File: config.mk
export PLATFORM = sky130hd
export DESIGN_NAME = ulpb_mediator
export DESIGN_NICKNAME = d
export VERILOG_FILES = /design/src/source/ulpb_pkg.sv /design/src/source/ulpb_clk_if.sv /design/src/source/ulpb_clk_gen.sv /design/src/source/ulpb_ctrl_fsm.sv /design/src/source/ulpb_mediator.sv
export VERILOG_INCLUDE_DIRS = /design/src /design/src/include
export SDC_FILE = /design/constraint.sdc
export NUM_CORES = 1
export LEC_CHECK = 0
export ABC_AREA = 1
export BUFFER_PORTS_ARGS = -buffer_cell sky130_fd_sc_hd__buf_2
export CAP_MARGIN = 20
export CORE_MARGIN = 4
export CORE_UTILIZATION = 60
export DETAILED_ROUTE_END_ITERATION = 8
export PLACE_DENSITY_LB_ADDON = 0.2
export RECOVER_POWER = 25
export SETUP_SLACK_MARGIN = 0.5
export SLEW_MARGIN = 10
export SYNTH_ARGS = -nofsm -noshare
export SYNTH_HDL_FRONTEND = slang
export SYNTH_SLANG_ARGS = --single-unit
File: constraint.sdc
create_clock -name CLK -period 3.3 [get_ports CLK]
set_input_delay 0.33 -clock CLK [delete_from_list [all_inputs] [get_ports CLK]]
set_output_delay 0.33 -clock CLK [all_outputs]
set_load 0.02 [all_outputs]
File: src/include/ulpb_params.svh
`ifndef ULPB_PARAMS_SVH
`define ULPB_PARAMS_SVH

// cycles spent in wait for start before the bus clock opens
`define ULPB_START_CYCLES 6

// control state encoding, 16 states
`define ULPB_STATE_W 4

// end-of-message and acknowledge step encoding
`define ULPB_SEQ_W 3

`endif

File: src/source/ulpb_pkg.sv
`include "ulpb_params.svh"

package ulpb_pkg;

	// bus control states, encoding fixed for the monitor port
	typedef enum logic [`ULPB_STATE_W-1:0]
	{
		st_bus_idle   = 4'd0,
		st_wait_start = 4'd1,
		st_enable_clk = 4'd2,
		st_arb_res    = 4'd3,
		st_drive1     = 4'd4,
		st_latch1     = 4'd5,
		st_drive2     = 4'd6,
		st_latch2     = 4'd7,
		st_rst_s0_d   = 4'd8,
		st_rst_s0_l   = 4'd9,
		st_rst_s1_d   = 4'd10,
		st_rst_s1_l   = 4'd11,
		st_rst_s0_d1  = 4'd12,
		st_rst_s0_l1  = 4'd13,
		st_rst_r_d    = 4'd14,
		st_rst_r_l    = 4'd15
	} ctrl_state_t;

	// steps through the 0110 end of message and the acknowledge bits
	typedef enum logic [`ULPB_SEQ_W-1:0]
	{
		seq_none     = 3'd0,
		seq_eom_2    = 3'd1,
		seq_eom_3    = 3'd2,
		seq_eom_done = 3'd3,
		seq_ack_1    = 3'd4,
		seq_ack_2    = 3'd5,
		seq_ack_done = 3'd6
	} msg_seq_t;

endpackage

File: src/source/ulpb_clk_if.sv
`timescale 1ns/1ps

interface ulpb_clk_if;

	// gating and divider control from the state machine
	logic clk_en;
	logic half_speed;
	logic half_run;
	// registered half-rate phase back from the generator
	logic clk_half;

	modport ctrl
	(
		output clk_en,
		output half_speed,
		output half_run,
		input  clk_half
	);

	modport gen
	(
		input  clk_en,
		input  half_speed,
		input  half_run,
		output clk_half
	);

endinterface

File: src/source/ulpb_clk_gen.sv
`timescale 1ns/1ps

module ulpb_clk_gen
(
	input  logic   CLK,
	input  logic   RESET,
	output logic   clk_out,
	ulpb_clk_if.gen clk
);

	logic clk_half_q;

	// half-rate phase, held at 0 whenever the bus clock is off
	always_ff @(posedge CLK or negedge RESET)
	begin
		if (!RESET)
			clk_half_q <= 1'b0;
		else if (!clk.clk_en)
			clk_half_q <= 1'b0;
		else if (clk.half_run)
			clk_half_q <= ~clk_half_q;
	end

	assign clk.clk_half = clk_half_q;

	// bus clock idles high
	always_comb
	begin
		if (!clk.clk_en)
			clk_out = 1'b1;
		else if (clk.half_speed)
			clk_out = clk_half_q;
		else
			clk_out = CLK;
	end

endmodule

File: src/source/ulpb_ctrl_fsm.sv
`timescale 1ns/1ps
`include "ulpb_params.svh"

module ulpb_ctrl_fsm
(
	input  logic                  CLK,
	input  logic                  RESET,
	input  logic                  din,
	output logic                  dout,
	output ulpb_pkg::ctrl_state_t state,
	ulpb_clk_if.ctrl              clk
);

	localparam int cnt_w = $clog2(`ULPB_START_CYCLES + 1);
	localparam logic [cnt_w-1:0] start_load = cnt_w'(`ULPB_START_CYCLES - 1);

	ulpb_pkg::ctrl_state_t next_state;
	ulpb_pkg::msg_seq_t    seq;
	ulpb_pkg::msg_seq_t    next_seq;
	logic [cnt_w-1:0]      start_cnt;
	logic [cnt_w-1:0]      next_start_cnt;
	logic [3:0]            hist;
	logic                  out_of_phase;
	logic                  hold;
	logic                  hold_val;

	always_ff @(posedge CLK or negedge RESET)
	begin
		if (!RESET)
		begin
			state     <= ulpb_pkg::st_bus_idle;
			seq       <= ulpb_pkg::seq_none;
			start_cnt <= start_load;
		end
		else
		begin
			state     <= next_state;
			seq       <= next_seq;
			start_cnt <= next_start_cnt;
		end
	end

	// last four sampled ring bits, newest in bit 0
	always_ff @(posedge CLK or negedge RESET)
	begin
		if (!RESET)
			hist <= 4'b0000;
		else
			hist <= {hist[2:0], din};
	end

	// per-state gating, speed and output hold
	always_comb
	begin
		clk.clk_en     = 1'b1;
		clk.half_speed = 1'b0;
		hold           = 1'b1;
		hold_val       = 1'b1;
		case (state)
			ulpb_pkg::st_bus_idle, ulpb_pkg::st_wait_start:
				clk.clk_en = 1'b0;
			ulpb_pkg::st_drive1, ulpb_pkg::st_latch1,
			ulpb_pkg::st_drive2, ulpb_pkg::st_latch2:
				hold = 1'b0;
			ulpb_pkg::st_rst_s0_d, ulpb_pkg::st_rst_s0_l,
			ulpb_pkg::st_rst_s0_d1, ulpb_pkg::st_rst_s0_l1:
			begin
				clk.half_speed = 1'b1;
				hold_val       = 1'b0;
			end
			ulpb_pkg::st_rst_s1_d, ulpb_pkg::st_rst_s1_l,
			ulpb_pkg::st_rst_r_d, ulpb_pkg::st_rst_r_l:
				clk.half_speed = 1'b1;
			default:
			begin
			end
		endcase
	end

	// divider stops on the last half of the release latch
	assign clk.half_run = clk.half_speed &&
		!((state == ulpb_pkg::st_rst_r_l) && clk.clk_half);

	assign dout = hold ? hold_val : din;

	// a node out of step shows as a bit flip within one drive
	assign out_of_phase = ((state == ulpb_pkg::st_drive1) || (state == ulpb_pkg::st_drive2))
		&& (hist[1] ^ hist[0]);

	always_comb
	begin
		next_state     = state;
		next_seq       = seq;
		next_start_cnt = start_cnt;
		case (state)
			ulpb_pkg::st_bus_idle:
			begin
				next_start_cnt = start_load;
				next_seq       = ulpb_pkg::seq_none;
				if (!din)
					next_state = ulpb_pkg::st_wait_start;
			end
			ulpb_pkg::st_wait_start:
			begin
				if (start_cnt != '0)
					next_start_cnt = start_cnt - 1'b1;
				else
					next_state = ulpb_pkg::st_enable_clk;
			end
			ulpb_pkg::st_enable_clk:
				next_state = ulpb_pkg::st_arb_res;
			ulpb_pkg::st_arb_res:
				next_state = ulpb_pkg::st_drive1;
			ulpb_pkg::st_drive1:
				next_state = out_of_phase ? ulpb_pkg::st_rst_s0_d : ulpb_pkg::st_latch1;
			ulpb_pkg::st_drive2:
				next_state = out_of_phase ? ulpb_pkg::st_rst_s0_d : ulpb_pkg::st_latch2;
			ulpb_pkg::st_latch1:
			begin
				next_state = ulpb_pkg::st_drive2;
				case (seq)
					ulpb_pkg::seq_none:
					begin
					end
					// third end-of-message bit must be 1
					ulpb_pkg::seq_eom_2:
						if (hist[0])
							next_seq = ulpb_pkg::seq_eom_3;
						else
							next_state = ulpb_pkg::st_rst_s0_d;
					// first ack bit is 0
					ulpb_pkg::seq_eom_done:
						if (!hist[0])
							next_seq = ulpb_pkg::seq_ack_1;
						else
							next_state = ulpb_pkg::st_rst_s0_d;
					ulpb_pkg::seq_ack_2:
						if (hist[0])
							next_seq = ulpb_pkg::seq_ack_done;
						else
							next_state = ulpb_pkg::st_rst_s0_d;
					default:
						next_state = ulpb_pkg::st_rst_s0_d;
				endcase
			end
			ulpb_pkg::st_latch2:
			begin
				next_state = ulpb_pkg::st_drive1;
				case (seq)
					ulpb_pkg::seq_none:
						if ({hist[2], hist[0]} == 2'b01)
							next_seq = ulpb_pkg::seq_eom_2;
						else if ({hist[2], hist[0]} == 2'b10)
							next_state = ulpb_pkg::st_rst_s0_d;
					// 0110 ends the message, 0111 is an error
					ulpb_pkg::seq_eom_3:
						if (!hist[0])
							next_seq = ulpb_pkg::seq_eom_done;
						else
							next_state = ulpb_pkg::st_rst_s0_d;
					ulpb_pkg::seq_ack_1:
						if (hist[0])
							next_seq = ulpb_pkg::seq_ack_2;
						else
							next_state = ulpb_pkg::st_rst_s0_d;
					default:
						next_state = ulpb_pkg::st_rst_s0_d;
				endcase
			end
			// each reset state steps on the second half-rate cycle
			ulpb_pkg::st_rst_s0_d:
				if (clk.clk_half)
					next_state = ulpb_pkg::st_rst_s0_l;
			ulpb_pkg::st_rst_s0_l:
				if (clk.clk_half)
					next_state = (hist[2:0] == 3'b000) ? ulpb_pkg::st_rst_s1_d
						: ulpb_pkg::st_rst_s0_d;
			ulpb_pkg::st_rst_s1_d:
				if (clk.clk_half)
					next_state = ulpb_pkg::st_rst_s1_l;
			ulpb_pkg::st_rst_s1_l:
				if (clk.clk_half)
					next_state = (hist == 4'b0111) ? ulpb_pkg::st_rst_s0_d1
						: ulpb_pkg::st_rst_s0_d;
			ulpb_pkg::st_rst_s0_d1:
				if (clk.clk_half)
					next_state = ulpb_pkg::st_rst_s0_l1;
			ulpb_pkg::st_rst_s0_l1:
				if (clk.clk_half)
					next_state = (hist == 4'b1000) ? ulpb_pkg::st_rst_r_d
						: ulpb_pkg::st_rst_s0_d;
			ulpb_pkg::st_rst_r_d:
				if (clk.clk_half)
					next_state = ulpb_pkg::st_rst_r_l;
			ulpb_pkg::st_rst_r_l:
				if (clk.clk_half)
					next_state = ulpb_pkg::st_bus_idle;
			default:
				next_state = ulpb_pkg::st_bus_idle;
		endcase
	end

endmodule

File: src/source/ulpb_mediator.sv
`timescale 1ns/1ps

module ulpb_mediator
(
	input  logic                  CLK,
	input  logic                  RESET,
	input  logic                  din,
	output logic                  dout,
	output logic                  clk_out,
	output ulpb_pkg::ctrl_state_t state_mon
);

	ulpb_clk_if clk_bus ();

	// protocol decisions
	ulpb_ctrl_fsm u_fsm
	(
		.CLK   (CLK),
		.RESET (RESET),
		.din   (din),
		.dout  (dout),
		.state (state_mon),
		.clk   (clk_bus.ctrl)
	);

	// divider and bus clock gating
	ulpb_clk_gen u_clk_gen
	(
		.CLK     (CLK),
		.RESET   (RESET),
		.clk_out (clk_out),
		.clk     (clk_bus.gen)
	);

endmodule

==> impl_metrics.toml, run 1 <==
[critical_path]
path_max_fanout = 2
end_kind = "primary output"
slowest_delay_ns = 0.16
crit_slowest_cell = "buf_2"
cp_top_family = "buffers and inverters"
cp.arrival_ns = 2.23
cp_num_buf_inv = 3
required_ns = 2.97
cp_common_cell = "clkbuf_4"
start_kind = "clock port"
path_cells = "clkbuf_4 -> clkbuf_4 -> o21ai_0 -> nand2_1 -> buf_2"
worstSetupPathType = "clk2out"

[synthesis]
yosysMostFrequentCell = "nand2_1"
synth_edf_count = 0
synth_ff_type = "dfrtp_1"
yosysTopAreaCellShare = 0.3099
yosys_warnings = 0
synth.area.top_cells = "dfrtp_1 (31%), nand2_1 (14%), nand3_1 (9.5%)"
synth_cell_type_count = 25
ys_top_cells_by_count = "nand2_1 (38), nand3_1 (20), nor2_1 (14), dfrtp_1 (13), inv_1 (11)"
yosysTopAreaCell = "dfrtp_1"
syn_area_um2 = 1050
synth_nets = 154
synth.avg_cell_area_um2 = 7.141
yosysSeqAreaShare = 0.3600
ys_seq_elements = 15
synth_cells = 147
async_flop_share = 1.000

[sta]
rsz0062_at_grt = "no"
finalClockSkew_ns = 0.0007442
hold_violations = 0
tightest_slew_ns = 0.8359
slew_violations = 0
setup_ws_ns = 0.7401
fin_setup_tns_ns = 0
setup_violations = 0
slew_headroom = 0.4427

[floorplan]
rows = 14
fp.coreArea_um2 = 1577
fp.dieW_um = 49.83
ios = 9
start_util = 0.6659
dieHeight_um = 49.83
die_area_um2 = 2483

[global_route]
use_met3 = 0.08735
grt_util_all_layers = 0.2205
grt_pass1_wl_um = 4112
grt_overflow = 0
grt_util_met2 = 0.3568
busiest_layer = "met2"
grt_antenna_before_repair = 0
grt_max_degree = 16
grt_pass1_vias = 989
use_met1 = 0.2533

[routing]
drtIter0Drc = 33
drt-vias-per-instance = 5.740
num_vias = 1016
ant_nets = 0
totalWireLength_um = 2332
wire_per_inst_um = 13.18
drtPass1Iterations = 4
drcViolationCount = 0

[power_and_ir_drop]
p_leak_nw = 0.5903
pwr_density_cell_nw_per_um2 = 842.5
ir_worst_vdd_v = 0.0006844

[cts]
cts-resized-gates = 0
clock_latency_ns = 0.40
post_cts_buffers = 0
hold_buffers = 1
path_clk_slew_ns = 0.09
cts_tree = "done"

[layout]
layout-drive-gt1-share = 0.2422
fin_util = 0.7310
diodes = 0
area_growth_pct = 9.774
final_nets = 169

[placed_design]
hpwl_um = 1719
pre_cts_ws_ns = 0.9982
gp_congestion = 0.8701
port_buffers = 8

[worst_hold_path]
hp-class = "in2reg"

[flow_run]
cap_violations = 0

[status]
status = "complete, no violations"
[cell usage in the layout (no fill, tap or decap), types with 6 or more instances in the layout]
master,Yosys,layout
nor2_1,14,14
nand3_1,20,20
dfrtp_1,13,13
nand2_2,7,7
clkbuf_4,0,6
inv_1,11,11
nand2_1,38,38
buf_2,0,6
[area by class of cell]
| cell class | count | area, um2 |
|---|---|---|
| Clock inverter | 1 | 5.005 |
| Sequential cell | 15 | 377.9 |
| Timing Repair Buffer | 8 | 42.54 |
| Fill cell | 125 | 424.2 |
| Clock buffer | 7 | 50.05 |
| Inverter | 17 | 65.06 |
| Multi-Input combinational cell | 113 | 591.8 |
| Tap cell | 16 | 20.02 |
[state kept, by name (all words and copies together) (netlist names)]
signal,count
u_fsm.hist,4
u_clk_gen.clk.clk_half,1
u_fsm.seq,3
u_fsm.state,4
u_fsm.start_cnt,3
[through the flow]
| stage | hold slack, ns | total power [mW] | instances | instance area, um2 |
|---|---|---|---|---|
| finish | 0.08227 | 0.9709 | 177 | 1152 |
| global route | 0.04417 | 1.058 | 177 | 1152 |
| CTS | 0.05856 | 0.9729 | 177 | 1155 |
| detailed placement | 0.2561 | 0.8102 | 169 | 1095 |
| global placement | 0.2486 | 0.7895 | 169 | 1095 |
| floorplan | 0.03441 | 0.6895 | 147 | 1050 |
[path summary, 6_finish.rpt]
path / start / end / slack [ns] / depth (start not counted)
min: din / u_fsm.hist[0] / 0.08 / 1
max in group asynchronous: RESET / u_fsm.seq[1] / 2.25 / 2
max: CLK / clk_out / 0.74 / 5
min in group asynchronous: RESET / u_fsm.state[0] / 0.54 / 2
min reg2reg: u_fsm.hist[1] / u_fsm.hist[2] / 0.42 / 0
max reg2reg: u_fsm.hist[0] / u_fsm.state[3] / 1.80 / 8
[report_power, final]
part | switching, mW | total, mW | internal, mW | leakage [nW]
Sequential | 0.0616 | 0.303 | 0.241 | 0.185
Combinational | 0.316 | 0.478 | 0.162 | 0.367
Clock | 0.0933 | 0.190 | 0.0968 | 0.0389
Total | 0.471 | 0.971 | 0.500 | 0.590
[cells by family after synthesis]
| family | share of synthesized area |
|---|---|
| and+or+nand+nor | 0.4195 |
| buffers and inverters | 0.07627 |
| AOI/OAI and AO/OA | 0.09655 |
| DFF | 0.3600 |
| adders and majority gates | 0.04768 |
[routing by layer]
layer  up-vias  wire [um]
li1        503          -
met1       455        952
met2        51       1129
met3         7        209
met4         0         41
met5         -          0
Power figures use the tool's default switching activity.
==> run 2: changes to the inputs <==
- ABC_AREA: 1 -> 0
- CORE_UTILIZATION: 60 -> 52
- clock period: 3.3 -> 2.05 ns (I/O delays scaled with it)
==> impl_metrics.toml, run 2 <==
[placed_design]
hpwl_um = 1521
gp_congestion = 0.8969
port_buffers = 8
dpl_cell_area_um2 = 1087
place_inst = 147

[sta]
tightest_slew_ns = 0.8364
hold_violations = 0
rsz0062_at_grt = "yes"
whs_ns = 0.3931
finalClockSkew_ns = 0.005861
setup_violations = 0
slew_violations = 0
fin_setup_tns_ns = 0
slew_headroom = 0.4424

[critical_path]
crit_slowest_cell = "o31a_1"
critical_path_depth = 4
cp_common_cell = "clkbuf_8"
end_kind = "primary output"
r2r_setup_slack_ns = 0.38
cp.arrival_ns = 1.66
r2r-end = "u_fsm.state[2]"
startpoint = "CLK"
required_ns = 1.85
crit-reg2reg-launch = "u_fsm.state[1]"
path_max_fanout = 2
start_kind = "clock port"
worstSetupPathType = "clk2out"
cp_top_family = "buffers and inverters"
cp_num_buf_inv = 3
rr_worst_depth = 5
path_cells = "clkbuf_8 -> clkbuf_8 -> o31a_1 -> buf_6"
slowest_delay_ns = 0.26
critPathCapture = "clk_out"

[power_and_ir_drop]
p_leak_nw = 0.6837
ir_worst_vdd_v = 0.001162
pwr_density_cell_nw_per_um2 = 1434

[global_route]
grt_util_all_layers = 0.2092
grt_pass1_vias = 958
grt_overflow = 0
grt_antenna_before_repair = 0
grt_pass1_wl_um = 4167
grt_max_degree = 16

[synthesis]
async_flop_share = 1.000
synth_simple_gate_area_share = 0.2071
synth_edf_count = 0
synth_mux_area_frac = 0
synth_xor_area_frac = 0.008578
synth_ff_type = "dfrtp_1"
synth_nets = 124
synth_top_family_by_area = "compound AO/OA/AOI/OAI gates"
ys_seq_elements = 15
synth.area.top_cells = "dfrtp_1 (32%), dfstp_2 (5.1%), ha_1 (4.9%)"
yosysTopAreaCellShare = 0.3186
yosysTopAreaCell = "dfrtp_1"
yosys_warnings = 0
ys_top_cells_by_count = "dfrtp_1 (13), inv_1 (11), nand2_1 (11), a21oi_1 (8), o21ai_0 (6)"
yosysSeqAreaShare = 0.3701
syn_area_um2 = 1021
synth_cell_type_count = 43
yosysMostFrequentCell = "dfrtp_1"
synth.avg_cell_area_um2 = 8.726
synth_fa_ha_area_frac = 0.05882
synth_cells = 117
synth_compound_area_frac = 0.2757

[layout]
fin_util = 0.8326
instances_no_fill = 185
fin_area_um2 = 1500
fillCellCount = 97
layout_common_cells = "buf_4 (31), inv_1 (10), nand2_1 (10), a21oi_1 (8), dfrtp_2 (7)"
layout-drive-gt1-share = 0.4688
area_growth_pct = 46.94
final_nets = 168
final_common_cell = "buf_4"
diodes = 0
top_regs = "u_fsm.hist (4), u_fsm.state (4)"

[routing]
drt-vias-per-instance = 6.670
num_vias = 1234
totalWireLength_um = 3717
drcViolationCount = 0
drtIter0Drc = 90
drtPass1Iterations = 9
ant_nets = 0
wire_per_inst_um = 20.09

[floorplan]
die_area_um2 = 2736
fp.coreArea_um2 = 1802
rows = 15
fp.dieW_um = 52.31
ios = 9
dieHeight_um = 52.31
start_util = 0.5667

[cts]
cts_tree = "done"
clock_latency_ns = 0.42
path_clk_slew_ns = 0.10

[worst_hold_path]
hp-class = "in2async"

[flow_run]
cap_violations = 0

[status]
status = "complete, no violations"
## run 2: worst min path at each step
stage / to / cells after the start / slack [ns] / startpoint
2_1_floorplan: u_clk_gen.clk.clk_half / 0 / -0.09 / RESET
3_3_place_gp: u_fsm.seq[1] / 1 / 0.13 / RESET
3_5_place_dp: u_fsm.seq[1] / 1 / 0.13 / RESET
4_1_cts: u_fsm.start_cnt[1] / 2 / 0.24 / RESET
5_1_grt: u_fsm.start_cnt[1] / 2 / 0.43 / RESET
6_report: u_fsm.start_cnt[1] / 2 / 0.39 / RESET
## run 2: routing by layer
metal  GRT usage  vias to the layer above  part of all wire
li1            -                      514                 -
met1      0.2620                      563              0.38
met2      0.3326                      121              0.45
met3     0.03989                       36              0.12
met4      0.1191                        0             0.051
met5           0                        -                 0
## run 2: cell type report
type                       count  area [um2]  area share
multi-input combinational     83       659.4      0.4395
clock buffer                   8       72.57     0.04837
sequential                    15       386.6      0.2577
tap                           25       31.28     0.02085
timing repair buffer          42       305.3      0.2035
inverter                      12       45.04     0.03002
## run 2: cell families after synthesis
| group | after synthesis |
|---|---|
| AOI/OAI and AO/OA | 40 |
| xor gates and xnor gates | 1 |
| adders and majority gates | 5 |
| buffers and inverters | 19 |
| DFF | 15 |
| and+or+nand+nor | 37 |
## run 2: per-stage QoR
stage / power, mW / setup WS, ns
after floorplan: 1.059 / 0.4823
after detailed placement: 1.263 / 0.2660
final: 2.151 / 0.1870
after global placement: 1.259 / 0.2448
after CTS: 1.656 / 0.2182
after global routing: 2.245 / 0.1959
## run 2: power by group
part | switching, mW | internal (mW)
clock network | 0.175 | 0.217
registers | 0.104 | 0.390
logic | 0.674 | 0.591
total | 0.953 | 1.20
## run 2: timing repair
action | CTS | global route
pin swaps | 0 | 10
hold endpoints to repair | 16 | 0
buffers inserted | 5 | 24
resized for setup | 11 | 25
hold buffers | 2 | 0
endpoints found under the setup margin | 8 | 11
